`src/rtl/rom_image.hex`:
```
// one firmware nibble per line in hex, entry 0 first.
3
F
1
A
8
0
C
5
E
2
9
7
B
4
D
6
5
A
C
3
E
9
1
F
0
8
B
2
D
4
6
C
```
`src/rtl/saturn_pkg.sv`:
```
package saturn_pkg;

    // widths that carry a meaning on the bus.
    typedef logic [3:0]  nibble_t;       // one nibble, the unit of every bus transfer.
    typedef logic [19:0] saturn_addr_t;  // nibble address, sent as five nibbles lsb first.

    // command nibbles, sent while is_data is low.
    localparam nibble_t cmd_load_pc  = 4'h2;  // next five data cycles load the pc.
    localparam nibble_t cmd_load_dp  = 4'h3;  // next five data cycles load the data pointer.
    localparam nibble_t cmd_pc_read  = 4'h4;  // each data cycle reads at pc, then pc moves on.
    localparam nibble_t cmd_dp_write = 4'h5;  // each data cycle writes at dp, then dp moves on.

    localparam int addr_nibbles = 5;  // address nibbles that follow a load command.

    // memory map.
    localparam saturn_addr_t mmio_base = 20'h00010;  // first nibble of the register block.
    localparam int mmio_size = 8;                     // register block length in nibbles.

    // the exercise run by the bus controller.
    localparam int      rom_dump_len = 32;    // nibbles read in the first read pass.
    localparam nibble_t write_key    = 4'hA;  // register i receives i ^ write_key.

    // controller sequence, one state per command and its data cycles.
    typedef enum logic [2:0] {
        st_load_pc0,  // pc <= 0.
        st_dump,      // read rom_dump_len nibbles from pc.
        st_load_dp,   // dp <= mmio_base.
        st_write,     // fill the register block.
        st_load_pc1,  // pc <= mmio_base.
        st_readback,  // read the register block back.
        st_halt       // one idle cycle, then halt.
    } ctrl_state_t;

endpackage

```
`src/rtl/saturn_rom.sv`:
```
`timescale 1ns/1ps

module saturn_rom
    import saturn_pkg::*;
#(
    parameter int rom_nibbles = 32
) (
    input  logic    i_clk,
    input  logic    i_reset,
    input  logic    i_phase_3,
    input  logic    i_bus_clk_en,
    input  logic    i_bus_is_data,
    input  nibble_t i_bus_nibble_in,
    output nibble_t o_bus_nibble_out
);

    localparam int rom_aw = $clog2(rom_nibbles);

    nibble_t      rom_mem [rom_nibbles];
    nibble_t      last_cmd;
    logic [2:0]   addr_left;  // address nibbles still to come.
    saturn_addr_t pc;
    logic         xfer;

    initial begin
        $readmemh("/design/src/rtl/rom_image.hex", rom_mem);
    end

    assign xfer = i_bus_clk_en && i_phase_3;
    // the image repeats across the whole address space.
    assign o_bus_nibble_out = rom_mem[rom_aw'(pc % saturn_addr_t'(rom_nibbles))];

    always_ff @(posedge i_clk) begin
        if (i_reset) begin
            last_cmd  <= 4'h0;
            addr_left <= 3'd0;
            pc        <= '0;
        end else if (xfer) begin
            if (!i_bus_is_data) begin
                last_cmd  <= i_bus_nibble_in;
                addr_left <= (i_bus_nibble_in == cmd_load_pc || i_bus_nibble_in == cmd_load_dp)
                             ? 3'(addr_nibbles) : 3'd0;
            end else if (addr_left != 3'd0) begin
                addr_left <= addr_left - 3'd1;  // shift in from the top, lsb arrives first.
                // the rom takes no writes, so data pointer loads are only counted.
                if (last_cmd == cmd_load_pc) pc <= {i_bus_nibble_in, pc[19:4]};
            end else if (last_cmd == cmd_pc_read) begin
                pc <= pc + 20'd1;
            end
        end
    end

endmodule

```
`src/rtl/saturn_mmio.sv`:
```
`timescale 1ns/1ps

module saturn_mmio
    import saturn_pkg::*;
(
    input  logic    i_clk,
    input  logic    i_reset,
    input  logic    i_phase_3,
    input  logic    i_bus_clk_en,
    input  logic    i_bus_is_data,
    input  nibble_t i_bus_nibble_in,
    input  logic    i_bus_daisy,
    output nibble_t o_bus_nibble_out,
    output logic    o_bus_daisy,
    output logic    o_bus_active
);

    localparam int mmio_aw = $clog2(mmio_size);

    nibble_t      regs [mmio_size];
    nibble_t      last_cmd;
    logic [2:0]   addr_left;
    saturn_addr_t pc;
    saturn_addr_t dp;
    saturn_addr_t pc_off;    // pointers relative to the block base.
    saturn_addr_t dp_off;
    logic         pc_in;
    logic         dp_in;
    logic         data_phase;  // a data cycle past any address load.
    logic         xfer;

    assign xfer       = i_bus_clk_en && i_phase_3;
    assign pc_off     = pc - mmio_base;
    assign dp_off     = dp - mmio_base;
    assign pc_in      = pc_off < saturn_addr_t'(mmio_size);  // below base wraps to a big offset.
    assign dp_in      = dp_off < saturn_addr_t'(mmio_size);
    assign data_phase = i_bus_is_data && (addr_left == 3'd0);

    assign o_bus_nibble_out = regs[pc_off[mmio_aw-1:0]];
    assign o_bus_active = i_bus_daisy && data_phase && (last_cmd == cmd_pc_read) && pc_in;
    assign o_bus_daisy  = i_bus_daisy && !o_bus_active;  // chain held low while we drive.

    always_ff @(posedge i_clk) begin
        if (i_reset) begin
            last_cmd  <= 4'h0;
            addr_left <= 3'd0;
            pc        <= '0;
            dp        <= '0;
            for (int i = 0; i < mmio_size; i++) regs[i] <= 4'h0;
        end else if (xfer) begin
            if (!i_bus_is_data) begin
                last_cmd  <= i_bus_nibble_in;
                addr_left <= (i_bus_nibble_in == cmd_load_pc || i_bus_nibble_in == cmd_load_dp)
                             ? 3'(addr_nibbles) : 3'd0;
            end else if (addr_left != 3'd0) begin
                addr_left <= addr_left - 3'd1;
                if (last_cmd == cmd_load_pc) pc <= {i_bus_nibble_in, pc[19:4]};
                else dp <= {i_bus_nibble_in, dp[19:4]};
            end else if (last_cmd == cmd_pc_read) begin
                pc <= pc + 20'd1;  // pointers track even outside the window.
            end else if (last_cmd == cmd_dp_write) begin
                if (i_bus_daisy && dp_in) regs[dp_off[mmio_aw-1:0]] <= i_bus_nibble_in;
                dp <= dp + 20'd1;
            end
        end
    end

endmodule

```
`src/rtl/saturn_bus_controller.sv`:
```
`timescale 1ns/1ps

module saturn_bus_controller
    import saturn_pkg::*;
(
    input  logic       i_clk,
    input  logic       i_clk_en,
    input  logic       i_reset,
    input  logic [3:0] i_phases,
    input  nibble_t    i_bus_nibble_in,
    input  logic       i_serial_busy,
    output logic       o_bus_clk_en,
    output logic       o_bus_is_data,
    output nibble_t    o_bus_nibble_out,
    output logic       o_debug_cycle,
    output logic       o_instr_decoded,
    output logic [7:0] o_char_to_send,
    output logic [9:0] o_char_counter,
    output logic       o_char_valid,
    output logic       o_char_send,
    output logic       o_halt
);

    ctrl_state_t  state;
    ctrl_state_t  next_state;
    logic [5:0]   sub_cnt;     // 0 is the command cycle, then data cycles 1 to last_sub.
    logic [5:0]   last_sub;
    logic [2:0]   data_idx;    // data cycle index counted from 0.
    logic         xfer;        // the transfer edge of the current bus cycle.
    logic         read_cycle;
    logic         captured;    // a read nibble waits for conversion.
    nibble_t      rd_nibble;
    nibble_t      cmd_nibble;
    saturn_addr_t load_addr;

    assign xfer       = i_clk_en && o_bus_clk_en && (i_phases == 4'b1000);
    assign data_idx   = 3'(sub_cnt - 6'd1);
    assign read_cycle = (state == st_dump || state == st_readback) && o_bus_is_data;

    assign o_bus_clk_en    = !o_halt;       // the bus only stops once we are done.
    assign o_debug_cycle   = o_char_valid;  // stall the ring while a character waits.
    assign o_instr_decoded = captured;
    assign o_char_send     = o_char_valid && !i_serial_busy;

    // per state command, length and successor.
    always_comb begin
        cmd_nibble = 4'h0;  // halt cycle sends a command no device knows.
        last_sub   = 6'd0;
        next_state = st_halt;
        load_addr  = mmio_base;
        case (state)
            st_load_pc0: begin
                cmd_nibble = cmd_load_pc;
                last_sub   = 6'(addr_nibbles);
                next_state = st_dump;
                load_addr  = '0;  // the dump starts at the bottom of the rom.
            end
            st_dump: begin
                cmd_nibble = cmd_pc_read;
                last_sub   = 6'(rom_dump_len);
                next_state = st_load_dp;
            end
            st_load_dp: begin
                cmd_nibble = cmd_load_dp;
                last_sub   = 6'(addr_nibbles);
                next_state = st_write;
            end
            st_write: begin
                cmd_nibble = cmd_dp_write;
                last_sub   = 6'(mmio_size);
                next_state = st_load_pc1;
            end
            st_load_pc1: begin
                cmd_nibble = cmd_load_pc;
                last_sub   = 6'(addr_nibbles);
                next_state = st_readback;
            end
            st_readback: begin
                cmd_nibble = cmd_pc_read;
                last_sub   = 6'(mmio_size);
                next_state = st_halt;
            end
            default: begin
            end
        endcase
    end

    // outputs stay put for the whole bus cycle since state only moves on xfer.
    always_comb begin
        o_bus_is_data    = (sub_cnt != 6'd0);
        o_bus_nibble_out = cmd_nibble;
        if (o_bus_is_data) begin
            case (state)
                st_load_pc0, st_load_dp, st_load_pc1:  // address goes out lsb first.
                    o_bus_nibble_out = nibble_t'(load_addr >> {data_idx, 2'b00});
                st_write:
                    o_bus_nibble_out = nibble_t'({1'b0, data_idx}) ^ write_key;
                default:
                    o_bus_nibble_out = 4'h0;  // read cycles, the device drives.
            endcase
        end
    end

    always_ff @(posedge i_clk) begin
        if (i_reset) begin
            state   <= st_load_pc0;
            sub_cnt <= 6'd0;
            o_halt  <= 1'b0;
        end else if (xfer) begin
            if (state == st_halt) begin
                o_halt <= 1'b1;  // the last character has left by now.
            end else if (sub_cnt == last_sub) begin
                sub_cnt <= 6'd0;
                state   <= next_state;
            end else begin
                sub_cnt <= sub_cnt + 6'd1;
            end
        end
    end

    // capture, then valid, then send when the port is free.
    always_ff @(posedge i_clk) begin
        if (i_reset) begin
            captured       <= 1'b0;
            o_char_valid   <= 1'b0;
            o_char_counter <= 10'd0;
        end else begin
            captured <= xfer && read_cycle;
            if (captured) begin
                o_char_valid <= 1'b1;
            end else if (o_char_send) begin
                o_char_valid   <= 1'b0;
                o_char_counter <= o_char_counter + 10'd1;
            end
        end
    end

    always_ff @(posedge i_clk) begin
        if (xfer && read_cycle) rd_nibble <= i_bus_nibble_in;
        if (captured) begin  // hex digit to ascii.
            o_char_to_send <= (rd_nibble < 4'd10) ? 8'd48 + {4'd0, rd_nibble}
                                                  : 8'd55 + {4'd0, rd_nibble};
        end
    end

endmodule

```
`src/rtl/saturn_bus.sv`:
```
`timescale 1ns/1ps

module saturn_bus
    import saturn_pkg::*;
(
    input  logic        i_clk,
    input  logic        i_clk_en,
    input  logic        i_reset,
    input  logic        i_serial_busy,
    output logic        o_halt,
    output logic [1:0]  o_phase,
    output logic [31:0] o_cycle_ctr,
    output logic        o_instr_decoded,
    output logic        o_debug_cycle,
    output logic [7:0]  o_char_to_send,
    output logic [9:0]  o_char_counter,
    output logic        o_char_valid,
    output logic        o_char_send
);

    logic [3:0]  phases;           // one-hot phase ring, bit 0 is phase 0.
    logic [31:0] cycle_ctr;        // completed bus cycles.
    logic        bus_clk_en;       // clocks on which bus parties may act.
    logic        ctrl_bus_clk_en;
    logic        ctrl_bus_is_data;
    nibble_t     ctrl_bus_nibble_out;
    nibble_t     ctrl_bus_nibble_in;
    logic        ctrl_halt;
    nibble_t     rom_bus_nibble_out;
    nibble_t     mmio_bus_nibble_out;
    logic        mmio_active;

    assign bus_clk_en  = i_clk_en && ctrl_bus_clk_en;
    assign o_halt      = ctrl_halt;
    assign o_cycle_ctr = cycle_ctr;

    // the firmware rom sits on the bus at all times and needs no configuration.
    saturn_rom #(
        .rom_nibbles (32)
    ) u_rom (
        .i_clk            (i_clk),
        .i_reset          (i_reset),
        .i_phase_3        (phases[3]),
        .i_bus_clk_en     (bus_clk_en),
        .i_bus_is_data    (ctrl_bus_is_data),
        .i_bus_nibble_in  (ctrl_bus_nibble_out),
        .o_bus_nibble_out (rom_bus_nibble_out)
    );

    // the register block is first and only device on the daisy chain.
    saturn_mmio u_mmio (
        .i_clk            (i_clk),
        .i_reset          (i_reset),
        .i_phase_3        (phases[3]),
        .i_bus_clk_en     (bus_clk_en),
        .i_bus_is_data    (ctrl_bus_is_data),
        .i_bus_nibble_in  (ctrl_bus_nibble_out),
        .i_bus_daisy      (1'b1),  // head of the chain is always enabled.
        .o_bus_nibble_out (mmio_bus_nibble_out),
        .o_bus_daisy      (),      // nothing follows on the chain.
        .o_bus_active     (mmio_active)
    );

    // bus master standing in for the processor.
    saturn_bus_controller u_ctrl (
        .i_clk            (i_clk),
        .i_clk_en         (i_clk_en),
        .i_reset          (i_reset),
        .i_phases         (phases),
        .i_bus_nibble_in  (ctrl_bus_nibble_in),
        .i_serial_busy    (i_serial_busy),
        .o_bus_clk_en     (ctrl_bus_clk_en),
        .o_bus_is_data    (ctrl_bus_is_data),
        .o_bus_nibble_out (ctrl_bus_nibble_out),
        .o_debug_cycle    (o_debug_cycle),
        .o_instr_decoded  (o_instr_decoded),
        .o_char_to_send   (o_char_to_send),
        .o_char_counter   (o_char_counter),
        .o_char_valid     (o_char_valid),
        .o_char_send      (o_char_send),
        .o_halt           (ctrl_halt)
    );

    // an active mmio block overrides the rom.
    assign ctrl_bus_nibble_in = mmio_active ? mmio_bus_nibble_out : rom_bus_nibble_out;

    always_comb begin
        o_phase = 2'd0;  // encode the ring for the outside world.
        if (phases[1]) o_phase = 2'd1;
        if (phases[2]) o_phase = 2'd2;
        if (phases[3]) o_phase = 2'd3;
    end

    always_ff @(posedge i_clk) begin
        if (i_reset) begin
            phases    <= 4'b0001;
            cycle_ctr <= 32'd0;
        end else begin
            if (i_clk_en && !o_debug_cycle) begin  // a debug cycle freezes the ring.
                phases    <= {phases[2:0], phases[3]};
                cycle_ctr <= cycle_ctr + {31'd0, phases[3]};  // counts on wrap to phase 0.
            end
        end
    end

endmodule

```
`config.mk`:
```
export PLATFORM = sky130hd
export DESIGN_NAME = saturn_bus
export DESIGN_NICKNAME = d
export VERILOG_FILES = /design/src/rtl/saturn_pkg.sv /design/src/rtl/saturn_rom.sv /design/src/rtl/saturn_mmio.sv /design/src/rtl/saturn_bus_controller.sv /design/src/rtl/saturn_bus.sv
export SDC_FILE = /design/constraint.sdc
export NUM_CORES = 1
export LEC_CHECK = 0
export ABC_AREA = 1
export BUFFER_PORTS_ARGS = -buffer_cell sky130_fd_sc_hd__buf_2
export CORE_UTILIZATION = 55
export DETAILED_ROUTE_END_ITERATION = 10
export PLACE_DENSITY = 0.8
export SKIP_CTS_REPAIR_TIMING = 1
export SLEW_MARGIN = 20
export SYNTH_ARGS = -nofsm -noshare
export SYNTH_HDL_FRONTEND = slang
export SYNTH_SLANG_ARGS = --single-unit
export TNS_END_PERCENT = 100
```
`constraint.sdc`:
```
create_clock -name i_clk -period 1.8 [get_ports i_clk]
set_input_delay 0.09 -clock i_clk [delete_from_list [all_inputs] [get_ports i_clk]]
set_output_delay 0.09 -clock i_clk [all_outputs]
set_load 0.005 [all_outputs]
```
* Word level (Yosys, flattened, before mapping) *
Memory sizes are Yosys's and may differ from the RTL's.
Cells that the tools add are included.
Widths: inputs -> output; s select.

operators by class
  reductions and logical operators = 35
  shift operators = 1
  mux-type cells = 37
  $lt $le $gt $ge = 3
  equality and inequality tests = 17
  bitwise operators = 4
  $add $sub $neg = 11

operators with widths
  cell                   count
  $mux 20                7
  $add 20x1->20 const B  2
  $lt 20x4->1 const B    2
  $sub 20x5->20 const B  2
  $add 32x1->32          1
  $pmux 6 s3             1
  $pmux 3 s5             1
  $add 6x4->7 const A    2
  $mux 1                 14
  $eq 4x2->1 const B     3
  $mux 3                 4
  $mux 4                 3
  $pmux 3 s4             1
  $add 10x1->10 const B  1
  $logic_and 1x1->1      10
  $reduce_and 2->1       5
  $eq 3x3->1 const B     3
  $eq 4x3->1 const B     2
  $mux 8                 1
  $ne 2x2->1 const B     4
  $pmux 4 s2             1
  $add 6x1->6 const B    1
  $eq 3x2->1 const B     2
  $eq 6x6->1             1
  other kinds (22)       34

storage, ports and cells
  register bits after elaboration = 117
  output and inout bits = 57
  memories kept = 1
  memory bits (writable) = 32
  input port bits = 4
  logic and storage cells = 123

memory list
  memory       words  width  rd ports  clocked after memory_dff  wr ports  RTL line           text
  u_mmio.regs  8      4      1         0                         8         saturn_mmio.sv:20  nibble_t regs [mmio_size];

* Depth between registers and ports, before layout *
Gate-level depths: netlist of run 1.

  depth after elaboration = 12
  gate-level depth with buffers = 13
  gate-level depth less buffers = 13

* By module *
From an unflattened synthesis of run 1, not the netlist that was laid out.

second synthesis, totals
  cell total of the unflattened synthesis = 1271
  area, all modules = 8704.6 µm²

modules (own cells, without submodules)
  module                 times used  area each (µm²)  sequential area each (µm²)  cells each
  saturn_mmio            1           4825.9           1901.8                      723
  saturn_bus             1           2085.8           720.7                       314
  saturn_bus_controller  1           1759.2           770.7                       229
  saturn_rom             1           33.8             0.0                         5

* Worst setup path before layout of run 1 *
Ideal clock, no wire load.

  path type = reg2reg
  from = register u_ctrl.sub_cnt[0]
  to = memory u_mmio.regs[1][0] in the netlist's numbering, enable pin
  clock period less this slack = 1824 ps
  cell stages (with the launch flop) = 9
  library setup time = 320 ps
  path buffers = 1
  arrival time = 1504 ps
  data required time = 1480 ps
  setup slack = -24 ps
  path through = dfxtp_1 inv_1 ha_1 nand4_4 nand2_1 inv_2 nand4_2 buf_6 o21ai_2

RTL lines
  element                 RTL line                      text
  from (decl)             saturn_bus_controller.sv:26   logic [5:0] sub_cnt;
  from (signal assigned)  saturn_bus_controller.sv:116  sub_cnt <= sub_cnt + 6'd1;
  to (decl)               saturn_mmio.sv:20

==> results.yml, run 1 <==
die:
  dieHeight_um: 129.3
  placement_rows: 46
  die-width_um: 129.3
  top_level_ports: 61
  dieArea_mm2: 0.01673
  core_mm2: 0.01583
  initial_utilization_pct: 56.34
sta:
  skew_ns: 0.01268
  maxSlewViolCount: 0
  final_period_minus_worst_setup_slack_ns: 1.789
  worstMarginPinSlew_ns: 0.7137
  slew_headroom_pct: 52.35
  finalWorstSetupSlack_ns: 0.01100
  setup_viol: 0
  timing_hold_violations_final: 0
  layout_worst_path_cycle_share_pct: 99.39
  achievable-frequency_mhz: 559.0
power_and_ir_drop:
  power-per-cell-area_mw_per_mm2: 712.7
  power.total_uw: 7650
  ir_drop_mv: 0.6577
  cellLeakagePower_uw: 0.004121
worst_setup_path:
  crit_buf_inv: 2
  reg2reg_depth: 8
  path_delay_family: "simple AND/OR/NAND/NOR gates"
  crit_path_max_incr_delay_ns: 0.33
  crit_path_top_delay_cell: "sky130_fd_sc_hd__dfxtp_2"
  arrival_ns: 1.92
  worstPathRequired_ns: 1.93
  cp_max_fo: 5
  cp.depth: 8
  critical_path.cell_chain: "nor2_2, nand3_2, inv_2, nand3_2, nor2_4, nand4_4, buf_8, o21ai_4"
  timing.critical_path.from_type: "register"
  cp_capture_type: "register"
  critical_path_class: "reg -> reg"
  worst_path_most_repeated_cell: "sky130_fd_sc_hd__nand3_2"
cells_and_area:
  drive_gt1_share_pct: 22.08
  area.growth.synth_to_final_pct: 20.37
  num_antenna_cells: 0
  nets: 1414
  filler_cell_count: 1274
routing:
  dr_total_vias: 8948
  dr.first_iter.drc_count: 777
  wl_per_cell_um: 14.36
  detail_route.first_pass.iterations: 6
  route.detailed.drc: 0
  finalWirelength_mm: 23.39
  routed_via_density: 5.493
  route.antenna.remaining_nets: 0
clock_tree:
  clock_network_latency_to_the_later_pin_of_the_worst_skew_pair_ns: 0.44
  clockRootBuffer: "sky130_fd_sc_hd__clkbuf_16"
  clock_transition_at_the_registers_of_the_reported_paths_ns: 0.06
  h-tree-depth: 4
  cts.path.max_buffers: 2
  cts_tree: "built"
  cts.sink_count: 148
  numCtsBuffers: 17
place:
  routabilityCongestion: 0.9268
  detailedPlace.worstSlack_ns: -0.009749
  buffer_ports.inserted: 59
  dp.final_hpwl_mm: 16.00
synth:
  synthesis.area_per_instance_um2: 6.923
  netlist.area_leader.share_pct: 23.57
  share_of_synthesized_flip_flops_with_an_asynchronous_set_or_reset_pct: 0
  mappedNetlistArea_mm2: 0.008917
  synth_warnings: 0
  yosys_most_used_dff: "sky130_fd_sc_hd__dfxtp_1"
  synthDominantAreaCellType: "sky130_fd_sc_hd__dfxtp_1"
  muxShareOfSynthArea_pct: 0
  cell_types_with_the_largest_area_share_after_synthesis: "sky130_fd_sc_hd__dfxtp_1 (24%), sky130_fd_sc_hd__nand2_1 (15%), sky130_fd_sc_hd__edfxtp_1 (14%)"
  dominant_combinational_cell_family_by_area_after_synthesis: "simple AND/OR/NAND/NOR gates"
  synth_compound_gate_area_share_pct: 11.98
  synth_nets: 1302
  post_synthesis_instance_total: 1288
  yosys.cell_count.top_type: "sky130_fd_sc_hd__nand2_1"
  postSynthRegisterBits: 148
  synth.lib_cells_used.distinct: 48
  synth_simple_gate_area_share_pct: 39.09
  parity_gate_share_of_the_synthesized_area_counting_xor_and_xnor_cells_pct: 1.080
  synth.yosys.seq_area_share_pct: 38.05
  most_used_standard_cells_in_the_synthesized_netlist: "sky130_fd_sc_hd__nand2_1 (355), sky130_fd_sc_hd__nor2_1 (205), sky130_fd_sc_hd__dfxtp_1 (105), sky130_fd_sc_hd__inv_1 (105), sky130_fd_sc_hd__a21oi_1 (82)"
  synth_enable_flop_cells: 43
  synth_fa_ha_area_share_pct: 1.403
global_route:
  gr-usage-all-layers_pct: 27.79
  grt_max_degree: 47
  first_global_vias: 7910
  grt_first_pass_wirelength_mm: 36.66
  global_route.overflow_total: 0
  antenna_found_initial: 0
worst_hold_path:
  min_path_cells: 4
  worst_hold_path_type: "in -> reg"
run_status:
  run_status: "finished clean"
run:
  max_cap_violations: 0
==> metal layers <==
metal	global-route usage (%)	part of all wire, %	up-vias
met5	0	0	-
met2	48.07	49	385
li1	-	-	4412
met3	5.285	6.2	71
met4	12.66	3.5	0
met1	33.48	42	4080
==> tightest hold or removal path, cell delays in order <==
cell                      delay, ns
sky130_fd_sc_hd__buf_2         0.15
sky130_fd_sc_hd__nand3_2       0.10
sky130_fd_sc_hd__xor2_1        0.06
sky130_fd_sc_hd__nor2_1        0.08
==> sequential cells by signal, summed over array words and instances (netlist names) <==
name / flops
phases: 4
u_ctrl.o_char_to_send: 7
u_mmio.dp: 20
u_mmio.last_cmd: 4
u_ctrl.o_instr_decoded: 1
u_ctrl.sub_cnt: 6
u_mmio.pc: 20
u_mmio.regs: 32
o_cycle_ctr: 32
u_ctrl.rd_nibble: 4
u_ctrl.state: 3
u_mmio.addr_left: 3
u_ctrl.o_char_counter: 10
u_ctrl.o_halt: 1
u_ctrl.o_char_valid: 1
==> per-stage QoR <==
stage	util, %	hold slack [ns]	TNS, ns	instances	cell area, µm²
final	67.82	0.08643	0	1629	10730
after global routing	67.82	0.1080	-2.531	1629	10730
after CTS	65.94	-0.07544	-0.3852	1625	10440
after detailed placement	62.07	0.3755	-0.04562	1593	9824
after global placement	62.07	0.3728	0	1593	9824
after floorplan	-	0.2097	-0.7492	1288	8917
==> path summary, 6_finish.rpt <==
kind | from | end | slack, ns
setup / recovery | u_mmio.dp[11] | u_mmio.regs[7][3] | 0.01
hold / removal | i_clk_en | o_cycle_ctr[2] | 0.09
setup reg to reg | u_mmio.dp[11] | u_mmio.regs[7][3] | 0.01
hold reg to reg | phases[1] | phases[1] | 0.48
==> report_power, final <==
| group | internal (µW) | leakage [µW] | switching (µW) |
|---|---|---|---|
| clock network | 2300 | 0.000286 | 1440 |
| logic | 135 | 0.00256 | 280 |
| registers | 3460 | 0.00128 | 24.8 |
| total | 5900 | 0.00412 | 1750 |
==> kinds of logic (layout without fill, tap and decap cells) <==
kind of cell / count (synthesis) / after routing
AO/OA/AOI/OAI: 197 / 197
XOR/XNOR: 11 / 11
adder cells (fa/ha/maj): 10 / 10
buffers and inverters: 169 / 294
flip-flops: 148 / 148
other: 1 / 1
AND/OR/NAND/NOR: 752 / 752
==> placed cells by master (no fill, tap or decap), types with 8 or more instances in the layout <==
cell | synthesis | routed
sky130_fd_sc_hd__nand3_1 | 65 | 61
sky130_fd_sc_hd__nor2_2 | 14 | 24
sky130_fd_sc_hd__nand3b_1 | 11 | 11
sky130_fd_sc_hd__nor3_2 | 36 | 36
sky130_fd_sc_hd__nand2_2 | 11 | 14
sky130_fd_sc_hd__buf_4 | 5 | 68
sky130_fd_sc_hd__dfxtp_1 | 105 | 98
sky130_fd_sc_hd__nor2_4 | 6 | 8
sky130_fd_sc_hd__o21ai_0 | 69 | 66
sky130_fd_sc_hd__a21oi_1 | 82 | 81
sky130_fd_sc_hd__inv_2 | 12 | 15
sky130_fd_sc_hd__xor2_1 | 9 | 9
sky130_fd_sc_hd__o32ai_1 | 8 | 8
sky130_fd_sc_hd__clkbuf_16 | 0 | 18
sky130_fd_sc_hd__nor3_1 | 14 | 13
sky130_fd_sc_hd__inv_1 | 105 | 100
sky130_fd_sc_hd__edfxtp_1 | 43 | 43
sky130_fd_sc_hd__nand4_1 | 16 | 16
sky130_fd_sc_hd__nand2_1 | 355 | 351
sky130_fd_sc_hd__o21ai_4 | 0 | 8
sky130_fd_sc_hd__o21ai_1 | 20 | 22
sky130_fd_sc_hd__buf_2 | 13 | 59
sky130_fd_sc_hd__nor2_1 | 205 | 193
==> cell type report <==
type	instances	area (µm²)	share of cell area, %
timing repair buffer	138	980.9	9.139
tap	216	270.3	2.518
clock buffer	18	429.2	3.998
multi-input combinational	971	4981	46.40
clock inverter	14	183.9	1.713
inverter	124	486.7	4.534
sequential	148	3402	31.69
(Power assumes the default switching activity.)
==> run 2: changes to the inputs <==
--- a/config.mk
+++ b/config.mk
@@ -7,9 +7,11 @@
 export LEC_CHECK = 0
 export ABC_AREA = 1
 export BUFFER_PORTS_ARGS = -buffer_cell sky130_fd_sc_hd__buf_2
+export CORE_MARGIN = 5
 export CORE_UTILIZATION = 55
 export DETAILED_ROUTE_END_ITERATION = 10
 export PLACE_DENSITY = 0.8
+export REMOVE_ABC_BUFFERS = 1
 export SKIP_CTS_REPAIR_TIMING = 1
 export SLEW_MARGIN = 20
 export SYNTH_ARGS = -nofsm -noshare
==> run 2 against run 1 <==
  * Via count is 3.8% lower
  * Clock power is 8.8% lower
  * Clock skew decreased by 0.0023 ns
  * Fmax grew 2.1%
  * Cell area is 1.3% lower
  * Cell count decreased by 0.55%
  * Utilization decreased by 1.1 points
  * Global-route usage is 4.8 points lower
  * Sequential cell count unchanged
  * Largest power group is now sequential cells
==> results.yml, run 2 (synthesis results as in run 1) <==
clock_tree:
  cts.path.max_buffers: 2
  clock_transition_at_the_registers_of_the_reported_paths_ns: 0.07
  h-tree-depth: 4
  cts_tree: "built"
  clockRootBuffer: "sky130_fd_sc_hd__clkbuf_16"
  clock_network_latency_to_the_later_pin_of_the_worst_skew_pair_ns: 0.43
  numCtsBuffers: 17
  cts.sink_count: 148
die:
  core_mm2: 0.01589
  top_level_ports: 61
  die-width_um: 137.3
  dieArea_mm2: 0.01886
  initial_utilization_pct: 56.14
  dieHeight_um: 137.3
  placement_rows: 46
run_status:
  run_status: "finished clean"
global_route:
  grt_max_degree: 47
  grt_first_pass_wirelength_mm: 35.19
  global_route.overflow_total: 0
  first_global_vias: 7564
  antenna_found_initial: 0
  gr-usage-all-layers_pct: 22.95
worst_setup_path:
  worstPathRequired_ns: 1.92
  cp_capture_type: "register"
  timing.critical_path.from_type: "register"
  crit-reg2reg-launch: "u_mmio.dp[17]"
  cp-startpoint: "u_mmio.dp[17]"
  arrival_ns: 1.87
  critical_path_class: "reg -> reg"
  cp_max_fo: 7
cells_and_area:
  num_antenna_cells: 0
  filler_cell_count: 1347
  nets: 1405
  drive_gt1_share_pct: 20.73
  most_common_cell_after_layout_fill_and_taps_aside: "sky130_fd_sc_hd__nand2_1"
  commonest_cells_after_routing_fill_and_taps_aside: "sky130_fd_sc_hd__nand2_1 (351), sky130_fd_sc_hd__nor2_1 (198), sky130_fd_sc_hd__inv_1 (103)"
  area.growth.synth_to_final_pct: 18.77
place:
  routabilityCongestion: 0.9165
  dp.final_hpwl_mm: 15.44
  buffer_ports.inserted: 59
run:
  max_cap_violations: 0
power_and_ir_drop:
  ir_drop_mv: 0.6766
  cellLeakagePower_uw: 0.004061
  power-per-cell-area_mw_per_mm2: 689.8
  power.total_uw: 7306
worst_hold_path:
  holdCritStartpoint: "i_reset"
  worst_hold_path_type: "in -> reg"
sta:
  grt_setup_unrepaired: "true"
  skew_ns: 0.01042
  slew_headroom_pct: 58.87
  final_period_minus_worst_setup_slack_ns: 1.753
  fin_setup_tns_ns: 0
  setup_viol: 0
  maxSlewViolCount: 0
  worstMarginPinSlew_ns: 0.6170
  layout_worst_path_cycle_share_pct: 97.38
  achievable-frequency_mhz: 570.5
  timing_hold_violations_final: 0
routing:
  dr.first_iter.drc_count: 715
  dr_total_vias: 8607
  route.antenna.remaining_nets: 0
  wl_per_cell_um: 13.28
  route.detailed.drc: 0
  detail_route.first_pass.iterations: 7
  finalWirelength_mm: 21.51
  routed_via_density: 5.313
## run 2: cell types whose count changed in the layout (fill, tap and decap cells not counted), moves of 3 or more
cell                        change
sky130_fd_sc_hd__nor2_1         +5
sky130_fd_sc_hd__nor2_2         -7
sky130_fd_sc_hd__dfxtp_1        +4
sky130_fd_sc_hd__inv_6          +3
sky130_fd_sc_hd__bufinv_16      -3
sky130_fd_sc_hd__buf_4          -9
sky130_fd_sc_hd__dfxtp_2        -5
sky130_fd_sc_hd__inv_1          +3
## run 2: final timing paths
kind	end	slack [ns]	depth (start not counted)
worst max-delay path	u_mmio.regs[1][3]	0.05	5
worst min-delay path	u_mmio.pc[8]	0.15	4
worst max register to register	u_mmio.regs[1][3]	0.05	5
worst min register to register	u_mmio.addr_left[1]	0.46	2
## run 2: cell type report
cell class / count / area [µm²] / area share (%)
multi-input combinational: 971 / 4956 / 46.79
sequential: 148 / 3400 / 32.10
timing repair buffer: 129 / 913.4 / 8.624
inverter: 124 / 481.7 / 4.548
clock buffer: 17 / 425.4 / 4.017
tap: 216 / 270.3 / 2.552
clock inverter: 15 / 145.1 / 1.370
## run 2: report_power, final
part	switching, µW	internal [µW]
clock	1490	1930
sequential	24.5	3460
combinational	269	131
total	1780	5520
## run 2: per-layer routing
layer,GRT usage [%],part of all wire [%],routed length (µm),up-vias
met5,0,0,0,-
met4,9.035,2.0,420,0
met3,4.018,6.8,1455,29
met2,37.00,47,10170,312
met1,30.71,44,9470,3853
li1,-,-,-,4413
## run 2: stage by stage
| step | cells | util (%) | setup slack, ns | hold WS, ns | instance area [µm²] |
|---|---|---|---|---|---|
| final | 1620 | 66.67 | 0.04710 | 0.1463 | 10590 |
| after global routing | 1620 | 66.67 | -0.04176 | 0.1515 | 10590 |
| after CTS | 1618 | 65.26 | -0.03636 | -0.07739 | 10370 |
| after detailed placement | 1586 | 61.67 | -0.02624 | 0.3805 | 9797 |
| after global placement | 1586 | 61.67 | 0.02746 | 0.3646 | 9797 |
| after floorplan | 1243 | - | -1.066 | 0.1524 | 8646 |
## run 2: critical path, stage by stage (launching register included)
cell and delay, ns:
sky130_fd_sc_hd__dfxtp_1 0.32, sky130_fd_sc_hd__nor3_1 0.32, sky130_fd_sc_hd__nand3_2 0.15, sky130_fd_sc_hd__nor2_4 0.15
sky130_fd_sc_hd__nand4_4 0.24, sky130_fd_sc_hd__o21ai_4 0.26
==> run 3: changes to the inputs <==
--- a/config.mk
+++ b/config.mk
@@ -10,7 +10,8 @@
 export CORE_MARGIN = 5
 export CORE_UTILIZATION = 55
 export DETAILED_ROUTE_END_ITERATION = 10
-export PLACE_DENSITY = 0.8
+export PLACE_DENSITY = 0.76
+export RECOVER_POWER = 25
 export REMOVE_ABC_BUFFERS = 1
 export SKIP_CTS_REPAIR_TIMING = 1
 export SLEW_MARGIN = 20
==> run 3 against run 2 <==
  * Clock power up 1%
  * Utilization up 0.45 points
  * Combinational power up 2%
  * Worst hold slack better by 0.0052 ns
  * Critical path type unchanged
  * Sequential cell count unchanged
  * Wire length up 4.3%
  * Sequential power about the same
  * Die area unchanged
  * Clock skew down 0.00084 ns
  * Clock-buffer cell count up 2
==> results.yml, run 3 (synthesis results as in run 1) <==
global_route:
  grt_max_degree: 63
  antenna_found_initial: 0
  groute.layer.met2.usage_pct: 41.06
  global_route.overflow_total: 0
  grt_use_met1_pct: 29.94
  gr_met3_demand_resource_pct: 4.492
  grt-busiest-layer: "met2"
  grt_first_pass_wirelength_mm: 36.47
  gr-usage-all-layers_pct: 23.73
  first_global_vias: 7856
cells_and_area:
  commonest_cells_after_routing_fill_and_taps_aside: "sky130_fd_sc_hd__nand2_1 (354), sky130_fd_sc_hd__nor2_1 (197), sky130_fd_sc_hd__inv_1 (101)"
  nets: 1412
  drive_gt1_share_pct: 20.06
  filler_cell_count: 1357
  ff_latch_area_mm2: 0.003401
  multi_input_comb_area_mm2: 0.004990
  finish.instance_area_mm2: 0.01066
  most_common_cell_after_layout_fill_and_taps_aside: "sky130_fd_sc_hd__nand2_1"
  num_antenna_cells: 0
  area.growth.synth_to_final_pct: 19.57
die:
  die-width_um: 137.3
  placement_rows: 46
  core_mm2: 0.01589
  dieHeight_um: 137.3
  dieArea_mm2: 0.01886
  top_level_ports: 61
  initial_utilization_pct: 56.14
routing:
  route.detailed.drc: 0
  detail_route.first_pass.iterations: 5
  routed_via_density: 5.388
  wl_per_cell_um: 13.79
  dr.first_iter.drc_count: 578
  route.antenna.remaining_nets: 0
  dr_total_vias: 8767
  finalWirelength_mm: 22.43
place:
  buffer_ports.inserted: 59
  postPlaceCellArea_mm2: 0.009797
  dp.final_hpwl_mm: 15.91
  routabilityCongestion: 0.9667
sta:
  slew_headroom_pct: 43.92
  achievable-frequency_mhz: 590.5
  skew_ns: 0.009579
  worstMarginPinSlew_ns: 0.8412
  maxSlewViolCount: 0
  final_period_minus_worst_setup_slack_ns: 1.693
  layout_worst_path_cycle_share_pct: 94.08
  setup_viol: 0
  timing_hold_violations_final: 0
clock_tree:
  h-tree-depth: 4
  numCtsBuffers: 17
  clock_network_latency_to_the_later_pin_of_the_worst_skew_pair_ns: 0.43
  clock_transition_at_the_registers_of_the_reported_paths_ns: 0.07
  cts.path.max_buffers: 2
  cts.sink_count: 148
  clockRootBuffer: "sky130_fd_sc_hd__clkbuf_16"
  cts_tree: "built"
run_status:
  run_status: "finished clean"
worst_setup_path:
  worst_path_most_repeated_cell: "sky130_fd_sc_hd__nand4_4"
  crit_path_max_incr_delay_ns: 0.33
  cp_max_fo: 6
  cp.depth: 8
  worstSetupEndpoint: "u_mmio.regs[3][2]"
  critical_path_class: "reg -> reg"
  crit_buf_inv: 3
  crit-reg2reg-launch: "u_ctrl.sub_cnt[0]"
  reg2reg_depth: 8
  regToRegSetupSlack_ns: 0.11
  capture_point_of_the_worst_reg_to_reg_path: "u_mmio.regs[3][2]"
  arrival_ns: 1.83
  path_delay_family: "flip-flops"
  worstPathRequired_ns: 1.93
  critical_path.cell_chain: "inv_1, ha_2, nand4_4, nand2_2, inv_4, nand4_4, buf_12, o21ai_4"
  timing.critical_path.from_type: "register"
  cp_capture_type: "register"
  cp-startpoint: "u_ctrl.sub_cnt[0]"
  crit_path_top_delay_cell: "sky130_fd_sc_hd__dfxtp_1"
power_and_ir_drop:
  ir_drop_mv: 0.6207
  power.total_uw: 7361
  cellLeakagePower_uw: 0.004051
  power-per-cell-area_mw_per_mm2: 690.3
worst_hold_path:
  worst_hold_path_type: "in -> reg"
  holdCritStartpoint: "i_clk_en"
  min_path_cells: 5
run:
  max_cap_violations: 0
run 3: metrics by stage:
stage	hold WS (ns)	util (%)	setup WS (ns)	std cells	TNS (ns)
floorplan	0.1524	-	-1.066	1243	-74.63
global placement	0.3673	61.67	0.03161	1586	0
detailed placement	0.3683	61.67	-0.04589	1586	-0.8693
CTS	-0.08063	65.30	-0.05805	1618	-1.390
global route	0.1723	67.12	-0.01937	1627	-0.08842
finish	0.1515	67.12	0.1066	1627	0
run 3: worst min path at each step:
stage,end
global route,u_ctrl.o_halt
detailed placement,u_ctrl.o_char_valid
floorplan,u_mmio.pc[15]
global placement,u_ctrl.o_char_valid
CTS,u_ctrl.o_char_valid
finish,u_ctrl.o_instr_decoded
run 3: worst min-delay path, stage by stage:
cell,delay (ns)
sky130_fd_sc_hd__buf_2,0.15
sky130_fd_sc_hd__nand3_4,0.12
sky130_fd_sc_hd__nor2_4,0.05
sky130_fd_sc_hd__inv_1,0.06
sky130_fd_sc_hd__nor4_1,0.05
run 3: final cells by class:
type,count,share of cell area (%)
multi-input combinational,971,46.80
clock buffer,19,4.353
timing repair buffer,136,8.871
tap,216,2.535
sequential,148,31.89
clock inverter,13,1.044
inverter,124,4.506
run 3: routing by layer:
| metal | vias to the layer above | share of wire [%] |
|---|---|---|
| met5 | - | 0 |
| met4 | 0 | 1.7 |
| met3 | 40 | 5.9 |
| met2 | 270 | 48 |
| met1 | 4043 | 44 |
| li1 | 4414 | - |
run 3: power breakdown:
group	switching [µW]	leakage (µW)	total (µW)	internal, µW
Sequential	23.9	0.00128	3480	3460
Clock	1540	0.000277	3470	1930
Combinational	274	0.00249	407	133
